**src/hw/lsq_pkg.sv**
```systemverilog
// LSQ shared definitions
// Word, tag and ROB index widths, the dispatch and memory command
// encodings and the default queue depths
package lsq_pkg;

	//////////////////////////////
	// Widths
	//////////////////////////////
	typedef logic [63:0] word_t;    // Data or address word
	typedef logic [5:0]  tag_t;     // Physical register tag for 64 registers
	typedef logic [4:0]  rob_idx_t; // ROB slot

	//////////////////////////////
	// Encodings
	//////////////////////////////
	typedef enum logic [1:0] {
		op_none,
		op_load,
		op_store
	} mem_op_t;

	typedef enum logic [1:0] {
		bus_none,
		bus_load,
		bus_store
	} bus_cmd_t;

	// Default depths that may be any power of two from 2 up
	parameter int LQ_DEPTH = 8;
	parameter int SQ_DEPTH = 8;

	// Destination tag shown with a store report
	localparam tag_t STORE_TAG = '0;

endpackage
```
**src/hw/load_queue.sv**
```systemverilog
// Load queue
// Circular array of load entries run by head and tail pointers. Loads
// allocate at the tail, memory fills and releases go to the head
`timescale 1ns/1ps

module load_queue import lsq_pkg::*; #(
	parameter int LQ_DEPTH = lsq_pkg::LQ_DEPTH,
	parameter int SQ_DEPTH = lsq_pkg::SQ_DEPTH
) (
	input  logic                      clock,
	input  logic                      reset,
	input  logic                      mispredict,
	input  logic                      dispatch_valid,
	input  mem_op_t                   dispatch_op,
	input  word_t                     dispatch_base,
	input  logic                      dispatch_base_ready,
	input  word_t                     dispatch_offset,
	input  rob_idx_t                  dispatch_rob_idx,
	input  tag_t                      dispatch_dest_tag,
	input  logic [$clog2(SQ_DEPTH):0] sq_tail_mark,
	input  logic                      cdb_valid,
	input  tag_t                      cdb_tag,
	input  word_t                     cdb_value,
	input  logic                      head_fill,
	input  word_t                     mem_rdata,
	input  logic                      head_release,
	output logic                      head_valid,
	output logic                      head_addr_ready,
	output word_t                     head_address,
	output logic                      head_done,
	output word_t                     head_value,
	output rob_idx_t                  head_rob_idx,
	output tag_t                      head_dest_tag,
	output logic [$clog2(SQ_DEPTH):0] head_store_mark,
	output logic                      full
);
	localparam int LQ_BITS = $clog2(LQ_DEPTH);
	typedef logic [LQ_BITS:0]          lq_ptr_t; // Extra wrap bit
	typedef logic [$clog2(SQ_DEPTH):0] sq_ptr_t;

	lq_ptr_t            head;
	lq_ptr_t            tail;
	logic [LQ_BITS-1:0] head_slot;
	logic [LQ_BITS-1:0] tail_slot;
	logic               alloc_load;

	logic     entry_busy       [LQ_DEPTH];
	logic     entry_addr_ready [LQ_DEPTH];
	word_t    entry_address    [LQ_DEPTH];
	logic     entry_done       [LQ_DEPTH];
	word_t    entry_value      [LQ_DEPTH];
	rob_idx_t entry_rob_idx    [LQ_DEPTH];
	tag_t     entry_dest_tag   [LQ_DEPTH];
	sq_ptr_t  entry_mark       [LQ_DEPTH];

	assign head_slot  = head[LQ_BITS-1:0];
	assign tail_slot  = tail[LQ_BITS-1:0];
	assign alloc_load = dispatch_valid && (dispatch_op == op_load) && !full && !mispredict;
	assign full       = (tail[LQ_BITS] != head[LQ_BITS]) && (tail_slot == head_slot);

	for (genvar i = 0; i < LQ_DEPTH; i++) begin : g_entry
		lq_entry #(.SQ_DEPTH(SQ_DEPTH)) u_entry (
			.clock            (clock),
			.reset            (reset),
			.flush            (mispredict),
			.alloc            (alloc_load && (tail_slot == LQ_BITS'(i))),
			.alloc_base       (dispatch_base),
			.alloc_base_ready (dispatch_base_ready),
			.alloc_offset     (dispatch_offset),
			.alloc_rob_idx    (dispatch_rob_idx),
			.alloc_dest_tag   (dispatch_dest_tag),
			.alloc_store_mark (sq_tail_mark),
			.cdb_valid        (cdb_valid),
			.cdb_tag          (cdb_tag),
			.cdb_value        (cdb_value),
			.fill             (head_fill && (head_slot == LQ_BITS'(i))),
			.fill_data        (mem_rdata),
			.release_en       (head_release && (head_slot == LQ_BITS'(i))),
			.busy             (entry_busy[i]),
			.addr_ready       (entry_addr_ready[i]),
			.address          (entry_address[i]),
			.done             (entry_done[i]),
			.load_value       (entry_value[i]),
			.rob_idx          (entry_rob_idx[i]),
			.dest_tag         (entry_dest_tag[i]),
			.store_mark       (entry_mark[i])
		);
	end

	always_ff @(posedge clock) begin
		if (reset) begin
			head <= '0;
			tail <= '0;
		end else if (mispredict) begin
			tail <= head; // Queue empties as every entry flushes
		end else begin
			if (alloc_load)
				tail <= tail + 1'b1;
			if (head_release)
				head <= head + 1'b1;
		end
	end

	assign head_valid      = entry_busy[head_slot];
	assign head_addr_ready = entry_addr_ready[head_slot];
	assign head_address    = entry_address[head_slot];
	assign head_done       = entry_done[head_slot];
	assign head_value      = entry_value[head_slot];
	assign head_rob_idx    = entry_rob_idx[head_slot];
	assign head_dest_tag   = entry_dest_tag[head_slot];
	assign head_store_mark = entry_mark[head_slot];
endmodule

```
**src/hw/lq_entry.sv**
```systemverilog
// Load queue entry
// Holds one load, snoops the CDB for a pending base and keeps the
// value returned by memory until the queue frees the slot
`timescale 1ns/1ps

module lq_entry import lsq_pkg::*; #(
	parameter int SQ_DEPTH = lsq_pkg::SQ_DEPTH
) (
	input  logic                      clock,
	input  logic                      reset,
	input  logic                      flush,
	input  logic                      alloc,
	input  word_t                     alloc_base,
	input  logic                      alloc_base_ready,
	input  word_t                     alloc_offset,
	input  rob_idx_t                  alloc_rob_idx,
	input  tag_t                      alloc_dest_tag,
	input  logic [$clog2(SQ_DEPTH):0] alloc_store_mark,
	input  logic                      cdb_valid,
	input  tag_t                      cdb_tag,
	input  word_t                     cdb_value,
	input  logic                      fill,
	input  word_t                     fill_data,
	input  logic                      release_en,
	output logic                      busy,
	output logic                      addr_ready,
	output word_t                     address,
	output logic                      done,
	output word_t                     load_value,
	output rob_idx_t                  rob_idx,
	output tag_t                      dest_tag,
	output logic [$clog2(SQ_DEPTH):0] store_mark
);
	word_t base;
	word_t offset;
	logic  base_ready;
	logic  alloc_hit;
	logic  base_hit;

	// A pending base carries its producer tag in the low bits
	assign alloc_hit = cdb_valid && !alloc_base_ready && (cdb_tag == tag_t'(alloc_base));
	assign base_hit  = cdb_valid && busy && !base_ready && (cdb_tag == tag_t'(base));

	always_ff @(posedge clock) begin
		if (reset || flush || release_en) begin
			busy       <= 1'b0;
			base_ready <= 1'b0;
			done       <= 1'b0;
		end else if (alloc) begin
			busy       <= 1'b1;
			base_ready <= alloc_base_ready || alloc_hit; // CDB seen in the dispatch cycle
			done       <= 1'b0;
		end else begin
			if (base_hit)
				base_ready <= 1'b1;
			if (fill)
				done <= 1'b1;
		end
	end

	// Payload
	always_ff @(posedge clock) begin
		if (alloc) begin
			base       <= alloc_hit ? cdb_value : alloc_base;
			offset     <= alloc_offset;
			rob_idx    <= alloc_rob_idx;
			dest_tag   <= alloc_dest_tag;
			store_mark <= alloc_store_mark; // SQ tail at dispatch
		end else if (base_hit) begin
			base <= cdb_value;
		end
		if (fill)
			load_value <= fill_data;
	end

	assign addr_ready = busy && base_ready;
	assign address    = base + offset;
endmodule

```
**config.mk**
```make
export PLATFORM = sky130hd
export DESIGN_NAME = load_queue
export DESIGN_NICKNAME = d
export VERILOG_FILES = /design/src/hw/lsq_pkg.sv /design/src/hw/load_queue.sv /design/src/hw/lq_entry.sv
export SDC_FILE = /design/constraint.sdc
export NUM_CORES = 2
export LEC_CHECK = 0
export BUFFER_PORTS_ARGS = -buffer_cell sky130_fd_sc_hd__clkbuf_2
export CAP_MARGIN = 25
export CELL_PAD_IN_SITES_DETAIL_PLACEMENT = 2
export CELL_PAD_IN_SITES_GLOBAL_PLACEMENT = 2
export CORE_ASPECT_RATIO = 1.75
export CORE_MARGIN = 5
export CORE_UTILIZATION = 40
export DETAILED_ROUTE_END_ITERATION = 8
export PLACE_DENSITY_LB_ADDON = 0.1
export SLEW_MARGIN = 20
export SYNTH_ARGS = -nofsm -noshare
export SYNTH_HDL_FRONTEND = slang
export SYNTH_SLANG_ARGS = --single-unit
```
**constraint.sdc**
```tcl
create_clock -name clock -period 6.5 [get_ports clock]
set_clock_uncertainty 0.1 [all_clocks]
set_input_delay 0 -clock clock [delete_from_list [all_inputs] [get_ports clock]]
set_output_delay 0 -clock clock [all_outputs]
set_load 0.005 [all_outputs]
```
==> qor.yml <==
status: "finished, violations left"
violations: "hold timing, setup timing"
syn_inst: 7976
tightest_slew_ns: 1.20
crit_path_start: "g_entry[5].u_entry.base[0]"
stdcell_area_mm2: 0.113
rows: 238
io_pins: 434
hold_path_class: "primary input to flop"
postSynth.asyncResetShare_pct: 0
critical_path_cell_count: 14
cts_tree: "built"
crit_chain: "ha_1 -> fa_1 -> a211oi_1 -> o21ai_0 -> a21oi_1 -> o21ai_0 -> a31oi_1 -> o21ba_2 -> xor2_1 -> nand2_1 -> o21ai_0 -> a221oi_1 -> a221o_1 -> clkbuf_2"
ir_drop_uv: 300
synth.distinct_cells: 92
critPathKind: "flop to primary output"
drv_slew: 0
postPlaceCellArea_mm2: 0.103
grt.total_usage_pct: 40.1
dp_hpwl_um: 387000
gr-total-overflow: 0
clock_latency_ns: 0.89
rrSetupSlack_ns: 1.35
postRouteAntennaNets: 0
leakage_nw: 41.3
instances_no_fill: 12100
cap_violations: 0
fin_ws_ns: -0.00505
crit_end: "head_address[44]"
htree_levels: 4
holdWs_ns: -0.000110
dp_slack_ns: 0.798
post_cts_buffers: 0
wl_per_cell_um: 42.9
place_congestion: 1.03
placedCellCount: 11300
die_h_um: 660
slew_headroom_pct: 19.9
worstSetupStartpointType: "flop"
num_vias: 78500
regArea_mm2: 0.0504
route.detailed.drc: 0
multi_input_area_mm2: 0.0444
grt_pass1_vias: 86400
reg2reg_to: "g_entry[7].u_entry.base[38]"
clkSinkCount: 1688
synth_sequential_area_ratio_pct: 52.2
cpLargestDelayFamily: "compound AO/OA/AOI/OAI gates"
fmax_mhz: 154
syn_nets: 8787
clkTransAtPathRegs_ns: 0.07
nets: 9625
ff2ff_path_depth: 11
grt_pass1_wl_um: 705000
drtIter0Drc: 6315
ys_seq_elements: 1688
viasPerCell: 6.49
ys_warn_count: 0
arrival_ns: 6.41
synth-edff-count: 1656
cp.required_ns: 6.40
synth_area_mm2: 0.0965
drt_wl_total_um: 519000
crit_fanout: 4
finalHoldViolCount: 1
max_stage_delay_ns: 1.06
cts.root.buffer_cell: "clkbuf_16"
fillCellCount: 23700
cp_common_cell: "o21ai_0"
fin_crit_ns: 6.51
fin_setup_tns_ns: -0.00505
cts_buffers: 177
slowest_stage: "a221oi_1"
synthFlopType: "edfxtp_1"
fin_crit_sh_pct: 100
r2r_start: "head[2]"
crit_buf_inv: 1
start_util_pct: 40.2
grt_start_max_net_pins: 110
cts.path.max_buffers: 4
antenna_found_initial: 38
syn-mean-instance-area_um2: 12.1
dr.pass1.iters: 5
p_per_area_mw_per_mm2: 222
core_area_mm2: 0.240
die_area_mm2: 0.251
port_buffers: 433
setup_viol: 1
crit_path_end_kind: "primary output"
die_w_um: 381
syn2layout_area_growth_pct: 17.2
drive_gt1_share_pct: 19.4
[worst min path at each step]
| stage | start | end | cells past startpoint |
|---|---|---|---|
| 6_report | dispatch_offset[13] | g_entry[3].u_entry.offset[13] | 2 |
| 5_1_grt | dispatch_offset[13] | g_entry[3].u_entry.offset[13] | 2 |
| 4_1_cts | dispatch_offset[13] | g_entry[3].u_entry.offset[13] | 2 |
| 3_5_place_dp | mem_rdata[47] | g_entry[6].u_entry.load_value[47] | 1 |
| 3_3_place_gp | mem_rdata[17] | g_entry[0].u_entry.load_value[17] | 1 |
| 2_1_floorplan | dispatch_dest_tag[0] | g_entry[0].u_entry.dest_tag[0] | 0 |
[layer usage]
layer / up-vias / GRT usage, % / share of wire, %
met2: 3526 / 70.8 / 50
met3: 1758 / 6.65 / 5.0
li1: 32500 / - / -
met1: 40600 / 38.4 / 32
met4: 16 / 41.7 / 13
met5: - / 0 / 0.020
[worst reg2reg max path, stage by stage (launching register included)]
cell,delay [ns]
dfxtp_4,0.68
xor2_1,0.21
nor4_1,0.09
buf_2,0.16
or3_1,0.49
nor2_1,0.30
nand2_1,0.28
inv_4,0.58
nand2_4,0.57
buf_12,0.39
mux2_2,0.49
dlygate4sd3_1,0.56
[flip-flops by register name, indices dropped and copies added, names as in the netlist]
name,flops
g_entry.u_entry.done,8
g_entry.u_entry.base_ready,8
g_entry.u_entry.dest_tag,48
g_entry.u_entry.base,512
g_entry.u_entry.rob_idx,40
head,4
g_entry.u_entry.busy,8
g_entry.u_entry.load_value,512
tail,4
g_entry.u_entry.store_mark,32
g_entry.u_entry.offset,512
[layout by cell type (no fill, tap or decap), types with 29 or more instances in the layout]
cell	netlist	final
nand4_1	160	160
edfxtp_1	1656	1656
a31oi_1	77	75
a21boi_0	34	32
xnor2_1	295	294
clkbuf_2	1	433
nand3_1	125	125
clkbuf_16	0	178
mux4_2	226	226
o31ai_1	36	34
a211oi_1	80	79
o21ai_0	395	387
nor3_1	95	94
diode_2	0	30
nand2_1	785	770
clkinv_2	0	31
nor4_1	42	38
ha_1	516	516
o21bai_1	84	84
a21oi_1	659	656
o221ai_1	29	29
o211ai_1	53	53
nor2_1	416	415
clkinv_1	1	37
nor2b_1	37	37
o21a_1	62	62
dfxtp_1	32	29
nand2b_1	32	32
a21o_1	261	261
mux2_2	519	519
and3_1	63	60
inv_1	136	127
and2_1	34	29
dlygate4sd3_1	0	437
buf_4	0	157
xor2_1	221	221
[cell usage after synthesis, drive strengths merged, types with 84 or more instances]
master	n	area, um^2
xor2	221	1940
mux2	519	5840
nand4	161	1010
nand2	785	2950
edfxtp	1656	49700
nand3	125	626
o21ai	403	2020
ha	516	6460
xnor2	295	2580
a21oi	659	3300
nor3	95	475
a21o	261	1960
mux4	226	5090
clkbuf	344	1290
inv	137	514
o21bai	84	631
nor2	416	1560
[through the flow]
| stage | util, % | hold slack, ns | total power (W) |
|---|---|---|---|
| final | 47.1 | -0.000110 | 0.0251 |
| after global routing | 47.1 | 0.0164 | 0.0257 |
| after floorplan | - | -0.00113 | 0.0133 |
| after global placement | 42.8 | 0.168 | 0.0144 |
| after CTS | 47.1 | 0.00797 | 0.0250 |
| after detailed placement | 42.9 | 0.171 | 0.0145 |
[power by group]
part / leakage, nW / switching [W] / total [W] / internal, W
clock network: 2.75 / 0.00482 / 0.0105 / 0.00572
registers: 15.2 / 0.0000516 / 0.0121 / 0.0121
logic: 23.3 / 0.00157 / 0.00245 / 0.000881
total: 41.3 / 0.00644 / 0.0251 / 0.0187
[kinds of logic after synthesis]
| family | synth area share, % |
|---|---|
| buffers and inverters | 2.07 |
| multiplexers | 11.6 |
| AO/OA/AOI/OAI | 13.4 |
| flip-flops | 52.2 |
| XOR/XNOR | 4.69 |
| AND/OR/NAND/NOR | 9.16 |
| adder cells (fa/ha/maj) | 6.86 |
[area by class of cell]
class                   count  share of cell area (%)
well taps                3120                    3.45
repair buffers           1050                    7.16
flip-flops and latches   1688                    44.5
inverters                 138                   0.485
clock buffers             205                    4.05
diodes                     30                  0.0664
clock inverters           108                   0.946
multi-input cells        5759                    39.3
[what timing repair did]
| action | in CTS | in global routing |
|---|---|---|
| endpoints found under the setup margin | 6 | 4 |
| hold buffers | 437 | 0 |
| endpoints found under the hold margin | 1892 | 0 |
| gates resized for setup | 2 | 3 |
No activity file was read; power rests on OpenSTA's default activity.
