--- config.mk ---
export PLATFORM = sky130hd
export DESIGN_NAME = store_queue
export DESIGN_NICKNAME = d
export VERILOG_FILES = /design/src/hw/lsq_pkg.sv /design/src/hw/store_queue.sv /design/src/hw/sq_entry.sv
export SDC_FILE = /design/constraint.sdc
export NUM_CORES = 2
export LEC_CHECK = 0
export BUFFER_PORTS_ARGS = -buffer_cell sky130_fd_sc_hd__buf_4
export CORE_MARGIN = 2
export CORE_UTILIZATION = 45
export DETAILED_ROUTE_END_ITERATION = 8
export PLACE_DENSITY = 0.76
export SYNTH_ARGS = -nofsm -noshare
export SYNTH_HDL_FRONTEND = slang
export SYNTH_HIERARCHICAL = 1
export SYNTH_SLANG_ARGS = --single-unit
--- constraint.sdc ---
create_clock -name clock -period 5.2 [get_ports clock]
set_clock_uncertainty 0.2 [all_clocks]
set_input_delay 0.52 -clock clock [delete_from_list [all_inputs] [get_ports clock]]
set_output_delay 0.52 -clock clock [all_outputs]
set_load 0.05 [all_outputs]
--- src/hw/lsq_pkg.sv ---
// LSQ shared definitions
// Word, tag and ROB index widths, the dispatch and memory command
// encodings and the default queue depths
package lsq_pkg;

	//////////////////////////////
	// Widths
	//////////////////////////////
	typedef logic [63:0] word_t;    // Data or address word
	typedef logic [5:0]  tag_t;     // Physical register tag for 64 registers
	typedef logic [4:0]  rob_idx_t; // ROB slot

	//////////////////////////////
	// Encodings
	//////////////////////////////
	typedef enum logic [1:0] {
		op_none,
		op_load,
		op_store
	} mem_op_t;

	typedef enum logic [1:0] {
		bus_none,
		bus_load,
		bus_store
	} bus_cmd_t;

	// Default depths that may be any power of two from 2 up
	parameter int LQ_DEPTH = 8;
	parameter int SQ_DEPTH = 8;

	// Destination tag shown with a store report
	localparam tag_t STORE_TAG = '0;

endpackage
--- src/hw/store_queue.sv ---
// Store queue
// Circular array of store entries. Head leaves on a memory write, tail
// takes dispatches and the report pointer walks the stores in order
`timescale 1ns/1ps

module store_queue import lsq_pkg::*; #(
	parameter int SQ_DEPTH = lsq_pkg::SQ_DEPTH
) (
	input  logic                      clock,
	input  logic                      reset,
	input  logic                      mispredict,
	input  logic                      dispatch_valid,
	input  mem_op_t                   dispatch_op,
	input  word_t                     dispatch_base,
	input  logic                      dispatch_base_ready,
	input  word_t                     dispatch_offset,
	input  word_t                     dispatch_data,
	input  logic                      dispatch_data_ready,
	input  rob_idx_t                  dispatch_rob_idx,
	input  logic                      cdb_valid,
	input  tag_t                      cdb_tag,
	input  word_t                     cdb_value,
	input  logic                      retire_valid,
	input  rob_idx_t                  retire_rob_idx,
	input  logic                      report_taken,
	input  logic                      head_release,
	output logic [$clog2(SQ_DEPTH):0] tail_mark,
	output logic [$clog2(SQ_DEPTH):0] head_mark,
	output logic                      head_committed,
	output word_t                     head_address,
	output word_t                     head_data,
	output logic                      report_pending,
	output word_t                     report_address,
	output rob_idx_t                  report_rob_idx,
	output logic                      full
);
	localparam int SQ_BITS = $clog2(SQ_DEPTH);
	typedef logic [SQ_BITS:0] sq_ptr_t;

	sq_ptr_t            head;
	sq_ptr_t            tail;
	sq_ptr_t            rpt;
	logic [SQ_BITS-1:0] head_slot;
	logic [SQ_BITS-1:0] tail_slot;
	logic [SQ_BITS-1:0] rpt_slot;
	logic               alloc_store;

	logic     entry_busy      [SQ_DEPTH];
	logic     entry_ready     [SQ_DEPTH];
	word_t    entry_address   [SQ_DEPTH];
	word_t    entry_data      [SQ_DEPTH];
	rob_idx_t entry_rob_idx   [SQ_DEPTH];
	logic     entry_reported  [SQ_DEPTH];
	logic     entry_committed [SQ_DEPTH];

	assign head_slot   = head[SQ_BITS-1:0];
	assign tail_slot   = tail[SQ_BITS-1:0];
	assign rpt_slot    = rpt[SQ_BITS-1:0];
	assign alloc_store = dispatch_valid && (dispatch_op == op_store) && !full && !mispredict;
	assign full        = (tail[SQ_BITS] != head[SQ_BITS]) && (tail_slot == head_slot);

	for (genvar i = 0; i < SQ_DEPTH; i++) begin : g_entry
		sq_entry u_entry (
			.clock            (clock),
			.reset            (reset),
			.flush            (mispredict),
			.alloc            (alloc_store && (tail_slot == SQ_BITS'(i))),
			.alloc_base       (dispatch_base),
			.alloc_base_ready (dispatch_base_ready),
			.alloc_offset     (dispatch_offset),
			.alloc_data       (dispatch_data),
			.alloc_data_ready (dispatch_data_ready),
			.alloc_rob_idx    (dispatch_rob_idx),
			.cdb_valid        (cdb_valid),
			.cdb_tag          (cdb_tag),
			.cdb_value        (cdb_value),
			.reported_set     (report_taken && (rpt_slot == SQ_BITS'(i))),
			.retire_valid     (retire_valid),
			.retire_rob_idx   (retire_rob_idx),
			.release_en       (head_release && (head_slot == SQ_BITS'(i))),
			.busy             (entry_busy[i]),
			.ready            (entry_ready[i]),
			.address          (entry_address[i]),
			.store_data       (entry_data[i]),
			.rob_idx          (entry_rob_idx[i]),
			.reported         (entry_reported[i]),
			.committed        (entry_committed[i])
		);
	end

	//////////////////////////////
	// Pointers
	//////////////////////////////
	always_ff @(posedge clock) begin
		if (reset) begin
			head <= '0;
			tail <= '0;
			rpt  <= '0;
		end else if (mispredict) begin
			tail <= head;
			rpt  <= head;
		end else begin
			if (alloc_store)
				tail <= tail + 1'b1;
			if (head_release)
				head <= head + 1'b1;
			if (report_taken)
				rpt <= rpt + 1'b1;
		end
	end

	assign tail_mark      = tail;
	assign head_mark      = head; // Equals a load's mark once its older stores are gone
	assign head_committed = entry_busy[head_slot] && entry_committed[head_slot];
	assign head_address   = entry_address[head_slot];
	assign head_data      = entry_data[head_slot];

	// Oldest unreported store is shown once its operands are in
	assign report_pending = entry_ready[rpt_slot] && !entry_reported[rpt_slot];
	assign report_address = entry_address[rpt_slot];
	assign report_rob_idx = entry_rob_idx[rpt_slot];
endmodule

--- src/hw/sq_entry.sv ---
// Store queue entry
// Holds one store, captures base and data from the CDB on their own,
// and tracks whether it was reported and then retired by the ROB
`timescale 1ns/1ps

module sq_entry import lsq_pkg::*; (
	input  logic     clock,
	input  logic     reset,
	input  logic     flush,
	input  logic     alloc,
	input  word_t    alloc_base,
	input  logic     alloc_base_ready,
	input  word_t    alloc_offset,
	input  word_t    alloc_data,
	input  logic     alloc_data_ready,
	input  rob_idx_t alloc_rob_idx,
	input  logic     cdb_valid,
	input  tag_t     cdb_tag,
	input  word_t    cdb_value,
	input  logic     reported_set,
	input  logic     retire_valid,
	input  rob_idx_t retire_rob_idx,
	input  logic     release_en,
	output logic     busy,
	output logic     ready,
	output word_t    address,
	output word_t    store_data,
	output rob_idx_t rob_idx,
	output logic     reported,
	output logic     committed
);
	word_t base;
	word_t offset;
	logic  base_ready;
	logic  data_ready;
	logic  base_alloc_hit;
	logic  data_alloc_hit;
	logic  base_hit;
	logic  data_hit;

	assign base_alloc_hit = cdb_valid && !alloc_base_ready && (cdb_tag == tag_t'(alloc_base));
	assign data_alloc_hit = cdb_valid && !alloc_data_ready && (cdb_tag == tag_t'(alloc_data));
	assign base_hit       = cdb_valid && busy && !base_ready && (cdb_tag == tag_t'(base));
	assign data_hit       = cdb_valid && busy && !data_ready && (cdb_tag == tag_t'(store_data));

	always_ff @(posedge clock) begin
		if (reset || flush || release_en) begin
			busy       <= 1'b0;
			base_ready <= 1'b0;
			data_ready <= 1'b0;
			reported   <= 1'b0;
			committed  <= 1'b0;
		end else if (alloc) begin
			busy       <= 1'b1;
			base_ready <= alloc_base_ready || base_alloc_hit;
			data_ready <= alloc_data_ready || data_alloc_hit;
			reported   <= 1'b0;
			committed  <= 1'b0;
		end else begin
			if (base_hit)
				base_ready <= 1'b1;
			if (data_hit)
				data_ready <= 1'b1;
			if (reported_set)
				reported <= 1'b1;
			// ROB retires a store only once its report went out
			if (busy && reported && retire_valid && (retire_rob_idx == rob_idx))
				committed <= 1'b1;
		end
	end

	// Payload
	always_ff @(posedge clock) begin
		if (alloc) begin
			base       <= base_alloc_hit ? cdb_value : alloc_base;
			store_data <= data_alloc_hit ? cdb_value : alloc_data;
			offset     <= alloc_offset;
			rob_idx    <= alloc_rob_idx;
		end else begin
			if (base_hit)
				base <= cdb_value;
			if (data_hit)
				store_data <= cdb_value;
		end
	end

	assign ready   = busy && base_ready && data_ready;
	assign address = base + offset;
endmodule

==> metrics.md <==
| Metric | Value |
|---|---|
| Status | `finished, violations left` |
| Violated checks | `negative setup slack` |
| Leak Pwr | `0.0477 µW` |
| Remaining Overflow, GRT | `0` |
| First-pass GRT wire length | `597 mm` |
| Fmax | `170 MHz` |
| 1st-pass router iterations | `8` |
| Pwr/cell area | `251 nW/µm²` |
| Root buffer cell | `clkbuf_16` |
| Nets | `10622` |
| Post-Syn Area | `106000 µm²` |
| # clock sinks | `1627` |
| Number of buffers created by CTS | `184` |
| Hpwl dp | `310 mm` |
| Hold crit path type | `input port to flip-flop` |
| Full die area | `240000 µm²` |
| Reg2Reg Setup Slack | `720 ps` |
| Worst-Margin Slew | `1200 ps` |
| Critical R2R Launch | `head_mark[2]$_SDFFE_PP0P_` |
| Share of power burned in registers | `0.448` |
| Post-synthesis sequential area ratio | `0.456` |
| Critical path class | `flip-flop to output pin` |
| Syn Nets | `9612` |
| Layout cell share with drive strength beyond 1 | `0.334` |
| FF+latch count, synth | `1627` |
| CP peak stage delay | `470 ps` |
| Number of synthesis warnings | `6` |
| CP top delay family | `compound AO/OA/AOI/OAI gates` |
| Initial DRC count | `12248` |
| Overall power | `32400 µW` |
| Max capacitance violation total | `0` |
| Top FF cell, synth | `edfxtp_1` |
| Async set-reset flop share out of synthesis | `0` |
| Dpl ws | `-212 ps` |
| CP Launch Type | `flip-flop` |
| Period minus WS final | `5890 ps` |
| Vias in the first global route | `83734` |
| Vias after detailed routing | `86514` |
| Clock Tree Buf Depth | `3` |
| Port Buffers | `491` |
| Core area | `235000 µm²` |
| Worst Path Max Fanout | `5` |
| Synth area leaders | `edfxtp_1, mux2_2, mux4_2` |
| Total GRT Usage | `0.346` |
| Hold_sp | `cdb_value[6]` |
| DRT antenna net count | `0` |
| Switch share | `0.268` |
| Placement Rows | `178` |
| Filler Cells Inserted | `19380` |
| Post-DR wirelength/cell | `32.5 µm` |
| Slew HR | `0.196` |
| Worst VDD drop | `313 µV` |
| Worst-path clk slew | `60 ps` |
| Crit path DAT | `5170 ps` |
| CP required | `4480 ps` |
| Post-route setup slack | `-695 ps` |
| Routability congestion estimate | `1.08` |
| Antenna violations before repair | `61` |
| WHS | `38.3 ps` |
| Cell-internal power | `23700 µW` |
| Worst setup EP type | `output pin` |
| Leading area contributor after synthesis | `edfxtp_1` |
| Routed vias/inst | `6.58` |
| Clk pwr share | `0.410` |
| TritonCTS clock tree | `built` |
| CP max-delay cell | `mux4_2` |
| CP Cell Sequence | `ha_4 -> fa_2 -> a21o_1 -> a221oi_4 -> a21oi_2 -> o21a_4 -> o41ai_4 -> buf_4 -> a21oi_4 -> nor3_2 -> buf_4 -> o221ai_4 -> a41oi_2 -> xnor2_1 -> mux4_2 -> nand2_2 -> nand2_2 -> buf_6` |
| Effective utilization at floorplan | `0.452` |
| Slew Viols, Final | `0` |
| Switching pwr | `8660 µW` |
| Final setup violating endpoints | `82` |
| Die W | `490 µm` |
| Placed cells | `12440` |
| EDFF count, synth | `1576` |
| Post-route insts no fill | `13144` |
| Critical Path Start | `g_entry[4].u_entry/base[0]$_DFFE_PP_` |
| Avg Synthesized Cell Area | `12.1 µm²` |
| H-tree depth | `4` |
| I/O pins | `492` |
| Final worst-path cycle share | `1.13` |
| Hold Vio Cnt, Final | `0` |
| Area share of the largest cell type after synthesis | `0.446` |
| Clock insertion delay at the later pin of the skew report | `870 ps` |
| Die Y | `490 µm` |
| Largest net degree at the start of global routing | `113` |
| Comb pwr share | `0.142` |
| RSZ-0062 raised after global routing | `true` |
| DRC violations left | `0` |
| Final wirelength | `428 mm` |
| Mapped Cells | `8798` |
| Synth cell types | `98` |
| Buf+Inv Stages, Crit Path | `3` |
| Final Core Density | `0.549` |
| Area Growth Syn to Fin | `21.6%` |
-- registers in the layout (all words and copies together) (netlist names) --
| signal | count |
|---|---|
| g_entry.u_entry/base | 512 |
| g_entry.u_entry/offset | 512 |
| g_entry.u_entry/store_data | 512 |
| g_entry.u_entry/rob_idx | 40 |
| g_entry.u_entry/base_ready | 8 |
| g_entry.u_entry/busy | 8 |
| g_entry.u_entry/committed | 8 |
| g_entry.u_entry/data_ready | 8 |
| g_entry.u_entry/reported | 8 |
| head_mark | 4 |
| tail_mark | 4 |
| rpt | 3 |
-- cell families (layout without fill, tap and decap cells) --
family	count (synthesis)	count (layout)	share of synthesized area
muxes	1423	1423	0.193
DFF	1627	1627	0.456
other	0	27	0
buffers and inverters	581	1750	0.0223
adders and majority gates	530	530	0.0631
and+or+nand+nor	2074	2074	0.0901
AOI/OAI and AO/OA	1840	1840	0.116
xor gates and xnor gates	723	723	0.0599
-- worst reg2reg max path, stage by stage (launching register included) --
cell and delay [ps]:
dfxtp_4 840, xor2_2 320, o41ai_4 140, nor2_1 370, and3_4 720, o41ai_2 290, buf_12 290, mux2_2 490
dlygate4sd3_1 550
-- Yosys cell counts, types with 126 or more instances --
cell type,number
nor3_1,126
a21o_1,328
o21ai_0,189
ha_1,522
a21oi_1,632
nand2_1,1012
mux4_2,396
mux2_2,1024
nand4_1,157
xor2_1,317
xnor2_1,403
edfxtp_1,1576
clkbuf_1,357
nor2_1,298
-- power groups by stage --
stage	Clock [µW]	Sequential, µW	Combinational (µW)
after floorplan	0	14700	2420
after global placement	0	14800	4070
after detailed placement	0	14800	4130
after CTS	13300	14500	4430
after global routing	13800	14500	4740
final	13200	14500	4610
-- final cells by class --
cell class,instances,area (µm²),area share
inverters,125,475,0.00369
flip-flops and latches,1627,48400,0.375
clock inverters,119,1190,0.00920
multi-input cells,6590,58800,0.456
well taps,3150,3940,0.0306
repair buffers,1280,11300,0.0874
clock buffers,226,4860,0.0377
diodes,27,67.6,0.000524
-- cell usage in the layout (no fill, tap or decap), types with 36 or more instances in the layout --
| master | synthesis | layout |
|---|---|---|
| mux4_2 | 396 | 396 |
| a31oi_1 | 80 | 54 |
| nand2b_1 | 45 | 45 |
| a21o_1 | 328 | 322 |
| xor2_1 | 317 | 297 |
| nand2_1 | 1012 | 878 |
| buf_8 | 0 | 41 |
| and2_1 | 43 | 41 |
| and3_1 | 86 | 81 |
| dfxtp_1 | 51 | 45 |
| a21oi_1 | 632 | 573 |
| o21ai_1 | 61 | 61 |
| nor3_1 | 126 | 119 |
| nand3_1 | 114 | 101 |
| buf_4 | 36 | 892 |
| ha_1 | 522 | 470 |
| dlygate4sd3_1 | 0 | 240 |
| xnor2_1 | 403 | 374 |
| clkinv_2 | 0 | 40 |
| edfxtp_1 | 1576 | 1576 |
| a21oi_2 | 8 | 48 |
| buf_12 | 0 | 40 |
| clkbuf_16 | 0 | 187 |
| inv_1 | 124 | 123 |
| nand2_2 | 1 | 104 |
| ha_4 | 0 | 36 |
| nor2b_1 | 54 | 52 |
| o21ai_0 | 189 | 172 |
| buf_6 | 0 | 67 |
| o21a_1 | 72 | 58 |
| nor2_1 | 298 | 292 |
| nand4_1 | 157 | 157 |
| o21bai_1 | 96 | 95 |
| mux2_2 | 1024 | 1024 |
-- worst paths after layout --
path                                            endpoint  cells past startpoint
max                                     head_address[54]                     18
max reg2reg  g_entry[6].u_entry/store_data[55]$_DFFE_PP_                      8
min           g_entry[2].u_entry/store_data[6]$_DFFE_PP_                      2
min reg2reg    g_entry[6].u_entry/committed$_SDFFE_PP0P_                      2
-- what timing repair did --
action,in CTS,in global routing
hold endpoints to repair,1603,0
resized for setup,485,271
buffers inserted,46,60
hold buffers,240,0
pin swaps,143,135
setup endpoints to repair,100,98
-- per-layer routing --
layer | GRT usage | routed length (µm)
met5 | 0 | 234
met4 | 0.172 | 24600
met3 | 0.100 | 57600
met1 | 0.466 | 163000
met2 | 0.509 | 182000
-- metrics by stage --
stage | TNS, ps | area, µm²
after global routing | -41130 | 129000
final | -35040 | 129000
after CTS | -36270 | 127000
after global placement | -1480 | 116000
after detailed placement | -2830 | 116000
after floorplan | 0 | 106000
No activity file was read; power rests on OpenSTA's default activity.
