$ cat src/hw/lsq_pkg.sv
// LSQ shared definitions
// Word, tag and ROB index widths, the dispatch and memory command
// encodings and the default queue depths
package lsq_pkg;

	//////////////////////////////
	// Widths
	//////////////////////////////
	typedef logic [63:0] word_t;    // Data or address word
	typedef logic [5:0]  tag_t;     // Physical register tag for 64 registers
	typedef logic [4:0]  rob_idx_t; // ROB slot

	//////////////////////////////
	// Encodings
	//////////////////////////////
	typedef enum logic [1:0] {
		op_none,
		op_load,
		op_store
	} mem_op_t;

	typedef enum logic [1:0] {
		bus_none,
		bus_load,
		bus_store
	} bus_cmd_t;

	// Default depths that may be any power of two from 2 up
	parameter int LQ_DEPTH = 8;
	parameter int SQ_DEPTH = 8;

	// Destination tag shown with a store report
	localparam tag_t STORE_TAG = '0;

endpackage
$ cat src/hw/lsq_arbiter.sv
// LSQ arbiter
// Picks the memory request among the queue heads and holds it until
// acknowledged, and drives the single result port
`timescale 1ns/1ps

module lsq_arbiter import lsq_pkg::*; #(
	parameter int SQ_DEPTH = lsq_pkg::SQ_DEPTH
) (
	input  logic                      clock,
	input  logic                      reset,
	input  logic                      mispredict,
	input  logic                      lq_head_valid,
	input  logic                      lq_head_addr_ready,
	input  word_t                     lq_head_address,
	input  logic                      lq_head_done,
	input  word_t                     lq_head_value,
	input  rob_idx_t                  lq_head_rob_idx,
	input  tag_t                      lq_head_dest_tag,
	input  logic [$clog2(SQ_DEPTH):0] lq_head_store_mark,
	input  logic [$clog2(SQ_DEPTH):0] sq_head_mark,
	input  logic                      sq_head_committed,
	input  word_t                     sq_head_address,
	input  word_t                     sq_head_data,
	input  logic                      sq_report_pending,
	input  word_t                     sq_report_address,
	input  rob_idx_t                  sq_report_rob_idx,
	input  logic                      mem_ack,
	output bus_cmd_t                  mem_command,
	output word_t                     mem_address,
	output word_t                     mem_wdata,
	output logic                      head_fill,
	output logic                      lq_head_release,
	output logic                      sq_head_release,
	output logic                      report_taken,
	output logic                      result_valid,
	output rob_idx_t                  result_rob_idx,
	output tag_t                      result_tag,
	output word_t                     result_value
);
	logic busy;       // Request started and waiting for mem_ack
	logic held_store;
	logic store_go;
	logic load_go;
	logic sel_store;
	logic sel_load;
	logic load_result;

	assign store_go = sq_head_committed;
	// Load goes only when every older store has been written
	assign load_go  = lq_head_valid && lq_head_addr_ready && !lq_head_done
		&& (lq_head_store_mark == sq_head_mark);

	assign sel_store = busy ? held_store : store_go;
	assign sel_load  = busy ? !held_store : (!store_go && load_go);

	always_comb begin
		mem_command = bus_none;
		mem_address = '0;
		mem_wdata   = '0;
		if (sel_store) begin
			mem_command = bus_store;
			mem_address = sq_head_address;
			mem_wdata   = sq_head_data;
		end else if (sel_load) begin
			mem_command = bus_load;
			mem_address = lq_head_address;
		end
	end

	assign head_fill       = sel_load && mem_ack;
	assign sq_head_release = sel_store && mem_ack;

	always_ff @(posedge clock) begin
		if (reset || mispredict) begin
			busy       <= 1'b0;
			held_store <= 1'b0;
		end else if (busy) begin
			if (mem_ack)
				busy <= 1'b0;
		end else if ((sel_store || sel_load) && !mem_ack) begin
			busy       <= 1'b1;
			held_store <= sel_store;
		end
	end

	//////////////////////////////
	// Result port
	//////////////////////////////
	assign load_result     = lq_head_valid && lq_head_done; // Load beats a store report
	assign lq_head_release = load_result;
	assign report_taken    = !load_result && sq_report_pending;
	assign result_valid    = load_result || sq_report_pending;
	assign result_rob_idx  = load_result ? lq_head_rob_idx : sq_report_rob_idx;
	assign result_tag      = load_result ? lq_head_dest_tag : STORE_TAG;
	assign result_value    = load_result ? lq_head_value : sq_report_address;
endmodule

$ cat config.mk
export PLATFORM = sky130hd
export DESIGN_NAME = lsq_arbiter
export DESIGN_NICKNAME = d
export VERILOG_FILES = /design/src/hw/lsq_pkg.sv /design/src/hw/lsq_arbiter.sv
export SDC_FILE = /design/constraint.sdc
export NUM_CORES = 1
export LEC_CHECK = 0
export BUFFER_PORTS_ARGS = -buffer_cell sky130_fd_sc_hd__buf_2
export CAP_MARGIN = 20
export CORE_AREA = 2 2 220 222
export DETAILED_ROUTE_END_ITERATION = 8
export DIE_AREA = 0 0 222 224
export GPL_ROUTABILITY_DRIVEN = 0
export PLACE_DENSITY_LB_ADDON = 0.1
export SLEW_MARGIN = 20
export SYNTH_ARGS = -nofsm -noshare
export SYNTH_HDL_FRONTEND = slang
export SYNTH_SLANG_ARGS = --single-unit
$ cat constraint.sdc
create_clock -name clock -period 1.8 [get_ports clock]
set_clock_uncertainty 0.05 [all_clocks]
set_input_delay 0.18 -clock clock [delete_from_list [all_inputs] [get_ports clock]]
set_output_delay 0.18 -clock clock [all_outputs]
set_load 0.005 [all_outputs]
==> results of run 1 <==
-- cell usage after synthesis (4+ instances only) --
cell	instances	area [um^2]
sky130_fd_sc_hd__mux2i_1	64	641
sky130_fd_sc_hd__xor2_1	4	35.0
sky130_fd_sc_hd__buf_1	4	15.0
sky130_fd_sc_hd__nor2_1	4	15.0
sky130_fd_sc_hd__and2b_1	16	120
sky130_fd_sc_hd__mux2_2	69	777
sky130_fd_sc_hd__buf_4	6	45.0
sky130_fd_sc_hd__o2bb2ai_1	64	561
sky130_fd_sc_hd__clkbuf_1	18	67.6
sky130_fd_sc_hd__a41o_1	64	641
sky130_fd_sc_hd__and3_1	6	37.5
sky130_fd_sc_hd__buf_2	27	135
sky130_fd_sc_hd__nor2b_1	52	325
-- final timing paths --
kind,from,end,slack [ps],depth (start not counted)
worst max-delay path,held_store,mem_wdata[21],-20,8
worst min register to register,busy,held_store,760,3
worst max register to register,busy,busy,510,5
worst min-delay path,reset,held_store,180,4
-- repair_timing --
item	CTS	global route
gates cloned	1	14
resized for setup	2	40
buffers inserted	2	5
endpoints found under the setup margin	81	54
pin swaps	0	31
-- report_power, final --
group          total (uW)  switching, uW  internal [uW]
combinational        1880            822           1060
clock                 356           63.8            293
sequential           48.2           2.79           45.4
total                2280            889           1400
-- logic make-up (layout without fill, tap and decap cells) --
family	count (synthesis)	after routing	synth area share (%)
xor+xnor	4	4	0.974
buf+inv	61	646	8.38
other cells	0	1	0
compound gates	134	134	34.7
simple gates	86	86	15.4
flops	2	2	1.11
mux	133	133	39.4
-- area by class of cell --
cell class	count	area [um^2]	share of cell area [%]
antenna	1	2.50	0.0304
clock buffer	4	78.8	0.957
inverter	3	11.3	0.137
multi-input combinational	357	3350	40.7
sequential	2	45.0	0.547
tap	615	769	9.34
timing repair buffer	639	3970	48.3
-- cells in the final DEF (no fill, tap or decap), drive strengths merged --
| cell | instances |
|---|---|
| mux2i | 64 |
| a21oi | 1 |
| o21ai | 1 |
| a31oi | 1 |
| clkbuf | 15 |
| and2 | 1 |
| nand4bb | 1 |
| inv | 3 |
| nor2b | 52 |
| nor3b | 1 |
| diode | 1 |
| nor3 | 3 |
| buf | 628 |
| nand2b | 1 |
| and2b | 16 |
| nand2 | 1 |
| mux2 | 69 |
| a32o | 1 |
| o2bb2ai | 64 |
| a31o | 2 |
| dfxtp | 2 |
| nor2 | 4 |
| a41o | 64 |
| and3 | 6 |
| xor2 | 4 |
-- state kept, by name, indices dropped and copies added, names as in the netlist --
signal	cells
busy	1
held_store	1
-- per-layer routing --
metal  GRT usage (%)  up-vias  share of wire, %
met5               0        -                 0
met4            1.26        0              0.95
met3            1.52       12               4.5
met2            20.3      253                54
met1            11.6     2743                40
li1                -     2879                 -
-- tightest hold or removal path, cell delays in order --
cell                      delay (ps)
sky130_fd_sc_hd__buf_2            90
sky130_fd_sc_hd__nor2_1           40
sky130_fd_sc_hd__o21ai_0          60
sky130_fd_sc_hd__a31oi_1          50
-- stage by stage --
stage / hold slack (ps) / setup WS, ps
2_1_floorplan: 290 / 251
3_3_place_gp: 419 / 107
3_5_place_dp: 407 / 82.2
4_1_cts: 176 / -0.801
5_1_grt: 223 / -56.5
6_report: 179 / -20.2
==> PnR_summary.wiki, run 1 <==
{| class="wikitable"
! Metric !! Value
|-
| Critical path data required time || 1570 ps
|-
| Fmax achieved || 0.549 GHz
|-
| Arrival time at the worst endpoint || 1590 ps
|-
| PnR worst setup slack || -20.2 ps
|-
| Relative slew slack || 80.0%
|-
| CP top delay family || buffers and inverters
|-
| Total nets after synthesis || 773
|-
| Synthesized cell area || 3600 um^2
|-
| Cell count after synthesis || 420
|-
| Clock transition at the registers of the reported paths || 30 ps
|-
| Worst path slowest cell || sky130_fd_sc_hd__dfxtp_4
|-
| Buffer cell driving the clock tree root || sky130_fd_sc_hd__clkbuf_16
|-
| Setup CP Type || reg -> out
|-
| Overall Power || 2280 uW
|-
| Maximum number of pins on one net before global-route repair || 54
|-
| Number of global-route vias before repair || 6055
|-
| Die Y || 224 um
|-
| Count of hold buffers inserted by post-cts repair || 0
|-
| Leakage || 0.00440 uW
|-
| Cell Area, Placed || 7580 um^2
|-
| Starting utilization of the core area || 7.60%
|-
| Drt drc || 0
|-
| Number of storage elements in the synthesis netlist || 2
|-
| Fraction of final layout cells with drive strength greater than 1 || 73.2%
|-
| Core area || 47300 um^2
|-
| Syn-to-layout area delta || 129%
|-
| Antenna violation net count after detailed routing || 0
|-
| Setup repair after global routing missed its margin || true
|-
| Register area share after synthesis || 1.11%
|-
| Outcome || complete, but fails checks
|-
| DIE AREA || 49700 um^2
|-
| Largest stage delay on the critical path || 350 ps
|-
| List of cells traversed by the critical path || buf_8 > buf_6 > a21oi_4 > buf_12 > buf_8 > clkbuf_16 > nor2b_1 > buf_2
|-
| Peak fanout along the critical path || 6
|-
| Clock Latency Late Sink || 220 ps
|-
| DP Cell Count || 1594
|-
| Number of endpoints failing setup at the final stage || 17
|-
| Hold Crit Class || in -> reg
|-
| Main flop type after synthesis || sky130_fd_sc_hd__dfxtp_1
|-
| Global-route wire length before repair || 39.0 mm
|-
| Post-layout instance area || 8240 um^2
|-
| CP Launch Type || flip-flop
|-
| Number of distinct library cell variants in the gate-level netlist after synthesis || 30
|-
| Worst supply voltage drop on vdd || 209 uV
|-
| Slew at the pin closest to its max-slew limit || 300 ps
|-
| Clock tree from TritonCTS || built
|-
| Total routing usage reported by global routing || 10.2%
|-
| Critical Path End Type || output port
|-
| Die Span X || 222 um
|-
| Number of rows in the core area || 80
|-
| CTS H-tree depth || 1
|-
| Average detailed-routed wire length per instance || 18.1 um
|-
| Count of endpoints failing hold in the final timing report || 0
|-
| Final critical-path required period || 1820 ps
|-
| Average footprint of a synthesized cell || 8.56 um^2
|-
| Antenna violations before repair || 1
|-
| Total power per unit cell area || 277 nW/um^2
|-
| Maximum Capacitance Violations || 0
|-
| Vias per cell || 3.63
|-
| Number of enable flip-flop cells after synthesis || 0
|-
| Number of vias in the routed layout || 5887
|-
| Sink count of the clock tree || 2
|-
| Length of the first detailed-routing pass in iterations || 4
|-
| Number of filler cells placed in the layout || 5439
|-
| GRT Residual Overflow || 0
|-
| Maximum number of buffers from clock root to sink || 2
|-
| HPWL reported at the end of detailed placement || 24.3 mm
|-
| CTS buffer count || 3
|-
| Slew Viols, Final || 0
|-
| CP most frequent cell || sky130_fd_sc_hd__buf_8
|-
| Setup tns final || -159 ps
|-
| Buffers plus inverters on the worst setup path || 6
|-
| Utilization of the core after routing || 17.4%
|-
| Port-buffer cells || 562
|-
| Warnings, synthesis || 0
|-
| WL final || 29.4 mm
|-
| Final cycle utilization of the critical path || 101%
|-
| Async set or reset register ratio after synthesis || 0%
|-
| Number of top-level pins || 563
|-
| Failing checks || setup timing
|-
| Starting DRT DRC Count || 153
|-
| Nets || 1359
|-
| Post-Layout Cell Count || 1621
|}
Power figures use the tool's default switching activity.
==> run 2: changes to the inputs <==
--- a/config.mk
+++ b/config.mk
@@ -11,7 +11,7 @@
 export DETAILED_ROUTE_END_ITERATION = 8
 export DIE_AREA = 0 0 222 224
 export GPL_ROUTABILITY_DRIVEN = 0
-export PLACE_DENSITY_LB_ADDON = 0.1
+export PLACE_DENSITY = 0.39
 export SLEW_MARGIN = 20
 export SYNTH_ARGS = -nofsm -noshare
 export SYNTH_HDL_FRONTEND = slang
==> run 2 against run 1 <==
Net effect: the run still ends with setup timing left; critical path depth fell by 2; core utilization fell by 0.41 points; clock power fell by 3%; via count rose by 8.2%; fmax rose by 0.22%; register-to-register slack got worse by 210 ps; sequential cell count did not move; critical path type unchanged.
==> PnR_summary.wiki, run 2 (synthesized netlist as in run 1, its figures left out) <==
{| class="wikitable"
! Metric !! Value
|-
| Core area || 47300 um^2 (unchanged)
|-
| DIE AREA || 49700 um^2 (unchanged)
|-
| Critical Path End Type || output port
|-
| Post-layout instance area || 8040 um^2 (-2.4%)
|-
| Number of top-level pins || 563 (unchanged)
|-
| Die Span X || 222 um (unchanged)
|-
| CP Launch Type || flip-flop
|-
| Vias per cell || 3.96 (+8.9%)
|-
| Port-buffer cells || 562 (unchanged)
|-
| Outcome || complete, but fails checks
|-
| Total power per unit cell area || 279 nW/um^2 (+0.51%)
|-
| Maximum number of buffers from clock root to sink || 2 (unchanged)
|-
| Starting utilization of the core area || 7.60% (unchanged)
|-
| Pre-CTS worst setup slack || -88.7 ps (-171 ps)
|-
| Length of the first detailed-routing pass in iterations || 4 (unchanged)
|-
| CTS buffer count || 3 (unchanged)
|-
| Commonest non-fill, non-tap cell in the layout || sky130_fd_sc_hd__buf_2
|-
| Peak fanout along the critical path || 6 (unchanged)
|-
| Register-to-register setup slack || 300 ps (-210 ps)
|-
| Leading registers by flop count || busy x1, held_store x1
|-
| Antenna violation net count after detailed routing || 0 (unchanged)
|-
| GRT Residual Overflow || 0 (unchanged)
|-
| WL final || 36.9 mm (+26%)
|-
| Slew Viols, Final || 0 (unchanged)
|-
| Global-route wire length before repair || 45.2 mm (+16%)
|-
| Fraction of final layout cells with drive strength greater than 1 || 71.9% (-1.3 points)
|-
| Top library cells by usage in the layout, fill and taps aside || sky130_fd_sc_hd__buf_2, sky130_fd_sc_hd__mux2_2, sky130_fd_sc_hd__o2bb2ai_1, sky130_fd_sc_hd__a41o_1, sky130_fd_sc_hd__mux2i_1
|-
| Final critical-path required period || 1820 ps (-3.93 ps)
|-
| Total routing usage reported by global routing || 12.7% (+2.5 points)
|-
| Sink count of the clock tree || 2 (unchanged)
|-
| Number of vias in the routed layout || 6369 (+8.2%)
|-
| Hold Crit Class || in -> reg
|-
| Worst supply voltage drop on vdd || 171 uV (-18%)
|-
| Cell Area, Placed || 7290 um^2 (-3.8%)
|-
| List of cells traversed by the critical path || buf_12 > clkbuf_16 > mux2i_1 > o2bb2ai_1 > a41o_1 > buf_2
|-
| Antenna violations before repair || 40 (+39)
|-
| Setup repair after global routing missed its margin || true
|-
| Largest stage delay on the critical path || 410 ps (+60 ps)
|-
| Relative slew slack || 80.6% (+0.57 points)
|-
| Failing checks || setup timing
|-
| Slew at the pin closest to its max-slew limit || 290 ps (-9.08 ps)
|-
| Clock tree from TritonCTS || built
|-
| Number of global-route vias before repair || 6026 (-0.48%)
|-
| Setup CP Type || reg -> out
|-
| Nets || 1341 (-1.3%)
|-
| Count of hold buffers inserted by post-cts repair || 0 (unchanged)
|-
| Maximum number of pins on one net before global-route repair || 44 (-19%)
|-
| Setup tns final || -33.6 ps (+125 ps)
|-
| CP top delay family || buffers and inverters
|-
| Number of rows in the core area || 80 (unchanged)
|-
| Maximum Capacitance Violations || 0 (unchanged)
|-
| Number of endpoints failing setup at the final stage || 7 (-10)
|-
| HPWL reported at the end of detailed placement || 28.5 mm (+17%)
|-
| Die Y || 224 um (unchanged)
|-
| Leakage || 0.00428 uW (-2.9%)
|-
| Worst path slowest cell || sky130_fd_sc_hd__dfxtp_4
|-
| Fmax achieved || 0.551 GHz (+0.22%)
|-
| Count of endpoints failing hold in the final timing report || 0 (unchanged)
|-
| Buffer cell driving the clock tree root || sky130_fd_sc_hd__clkbuf_16
|-
| Starting DRT DRC Count || 306 (+100%)
|-
| Critical path data required time || 1570 ps (about the same)
|-
| PnR worst setup slack || -16.3 ps (+3.93 ps)
|-
| Buffers plus inverters on the worst setup path || 3 (-3)
|-
| Average detailed-routed wire length per instance || 22.9 um (+26%)
|-
| Utilization of the core after routing || 17.0% (-0.41 points)
|-
| Syn-to-layout area delta || 124%
|-
| Drt drc || 0 (unchanged)
|-
| Clock transition at the registers of the reported paths || 30 ps (about the same)
|-
| Clock Latency Late Sink || 220 ps (about the same)
|-
| Arrival time at the worst endpoint || 1590 ps (about the same)
|-
| Final cycle utilization of the critical path || 101% (-0.22 points)
|-
| CTS H-tree depth || 1 (unchanged)
|}
run 2: changes by cell type in the layout (fill, tap and decap cells not counted), moves of 2 or more:
cell and delta:
sky130_fd_sc_hd__buf_12 -4, sky130_fd_sc_hd__buf_16 +4, sky130_fd_sc_hd__buf_2 +6, sky130_fd_sc_hd__buf_4 -16, sky130_fd_sc_hd__buf_6 -5, sky130_fd_sc_hd__clkbuf_16 -2
sky130_fd_sc_hd__diode_2 +7, sky130_fd_sc_hd__nor2b_1 +7, sky130_fd_sc_hd__nor2b_2 -2, sky130_fd_sc_hd__nor2b_4 -5
run 2: worst paths after layout:
check                                start              end  depth (start not counted)
worst min-delay path            mispredict       held_store                          4
worst max register to register        busy             busy                          7
worst max-delay path            held_store  mem_address[58]                          6
worst min register to register        busy       held_store                          4
run 2: repair_timing:
item | CTS | global route
cloned | 4 | 13
resized for setup | 12 | 16
buffers inserted | 4 | 12
hold endpoints to repair | 0 | 0
endpoints found under the setup margin | 67 | 82
pin swaps | 4 | 51
run 2: report_power, final:
group | internal [uW] | switching [uW] | leakage, uW
Clock | 292 | 54.7 | 0.0000382
Sequential | 44.3 | 3.85 | 0.0000178
Combinational | 1010 | 841 | 0.00422
Total | 1340 | 900 | 0.00428
run 2: cell type report:
cell class / instances / area, um^2
diodes: 8 / 20.0
clock buffers: 4 / 78.8
fillers: 5445 / 39300
inverters: 3 / 11.3
multi-input cells: 357 / 3320
flip-flops and latches: 2 / 47.5
well taps: 615 / 769
repair buffers: 621 / 3790
run 2: worst register-to-register path, cell delays in order, from the launching register on:
cell and delay (ps):
sky130_fd_sc_hd__dfxtp_4 350, sky130_fd_sc_hd__buf_6 130, sky130_fd_sc_hd__nor2_4 150, sky130_fd_sc_hd__buf_12 160, sky130_fd_sc_hd__clkbuf_16 170, sky130_fd_sc_hd__buf_4 130, sky130_fd_sc_hd__nor2b_1 50, sky130_fd_sc_hd__a31o_2 200
run 2: per-layer routing:
metal / routed length, um / GRT usage [%]
met5: 55 / 0
met3: 2010 / 1.92
met1: 13100 / 12.2
met4: 1090 / 2.99
met2: 20700 / 27.5
run 2: through the flow:
stage / hold slack, ps / power [uW] / std cells
after floorplan: 290 / 750 / 420
after global placement: 409 / 1730 / 1566
after detailed placement: 418 / 1740 / 1566
after CTS: 189 / 2170 / 1578
after global routing: 210 / 2400 / 1607
final: 193 / 2240 / 1610
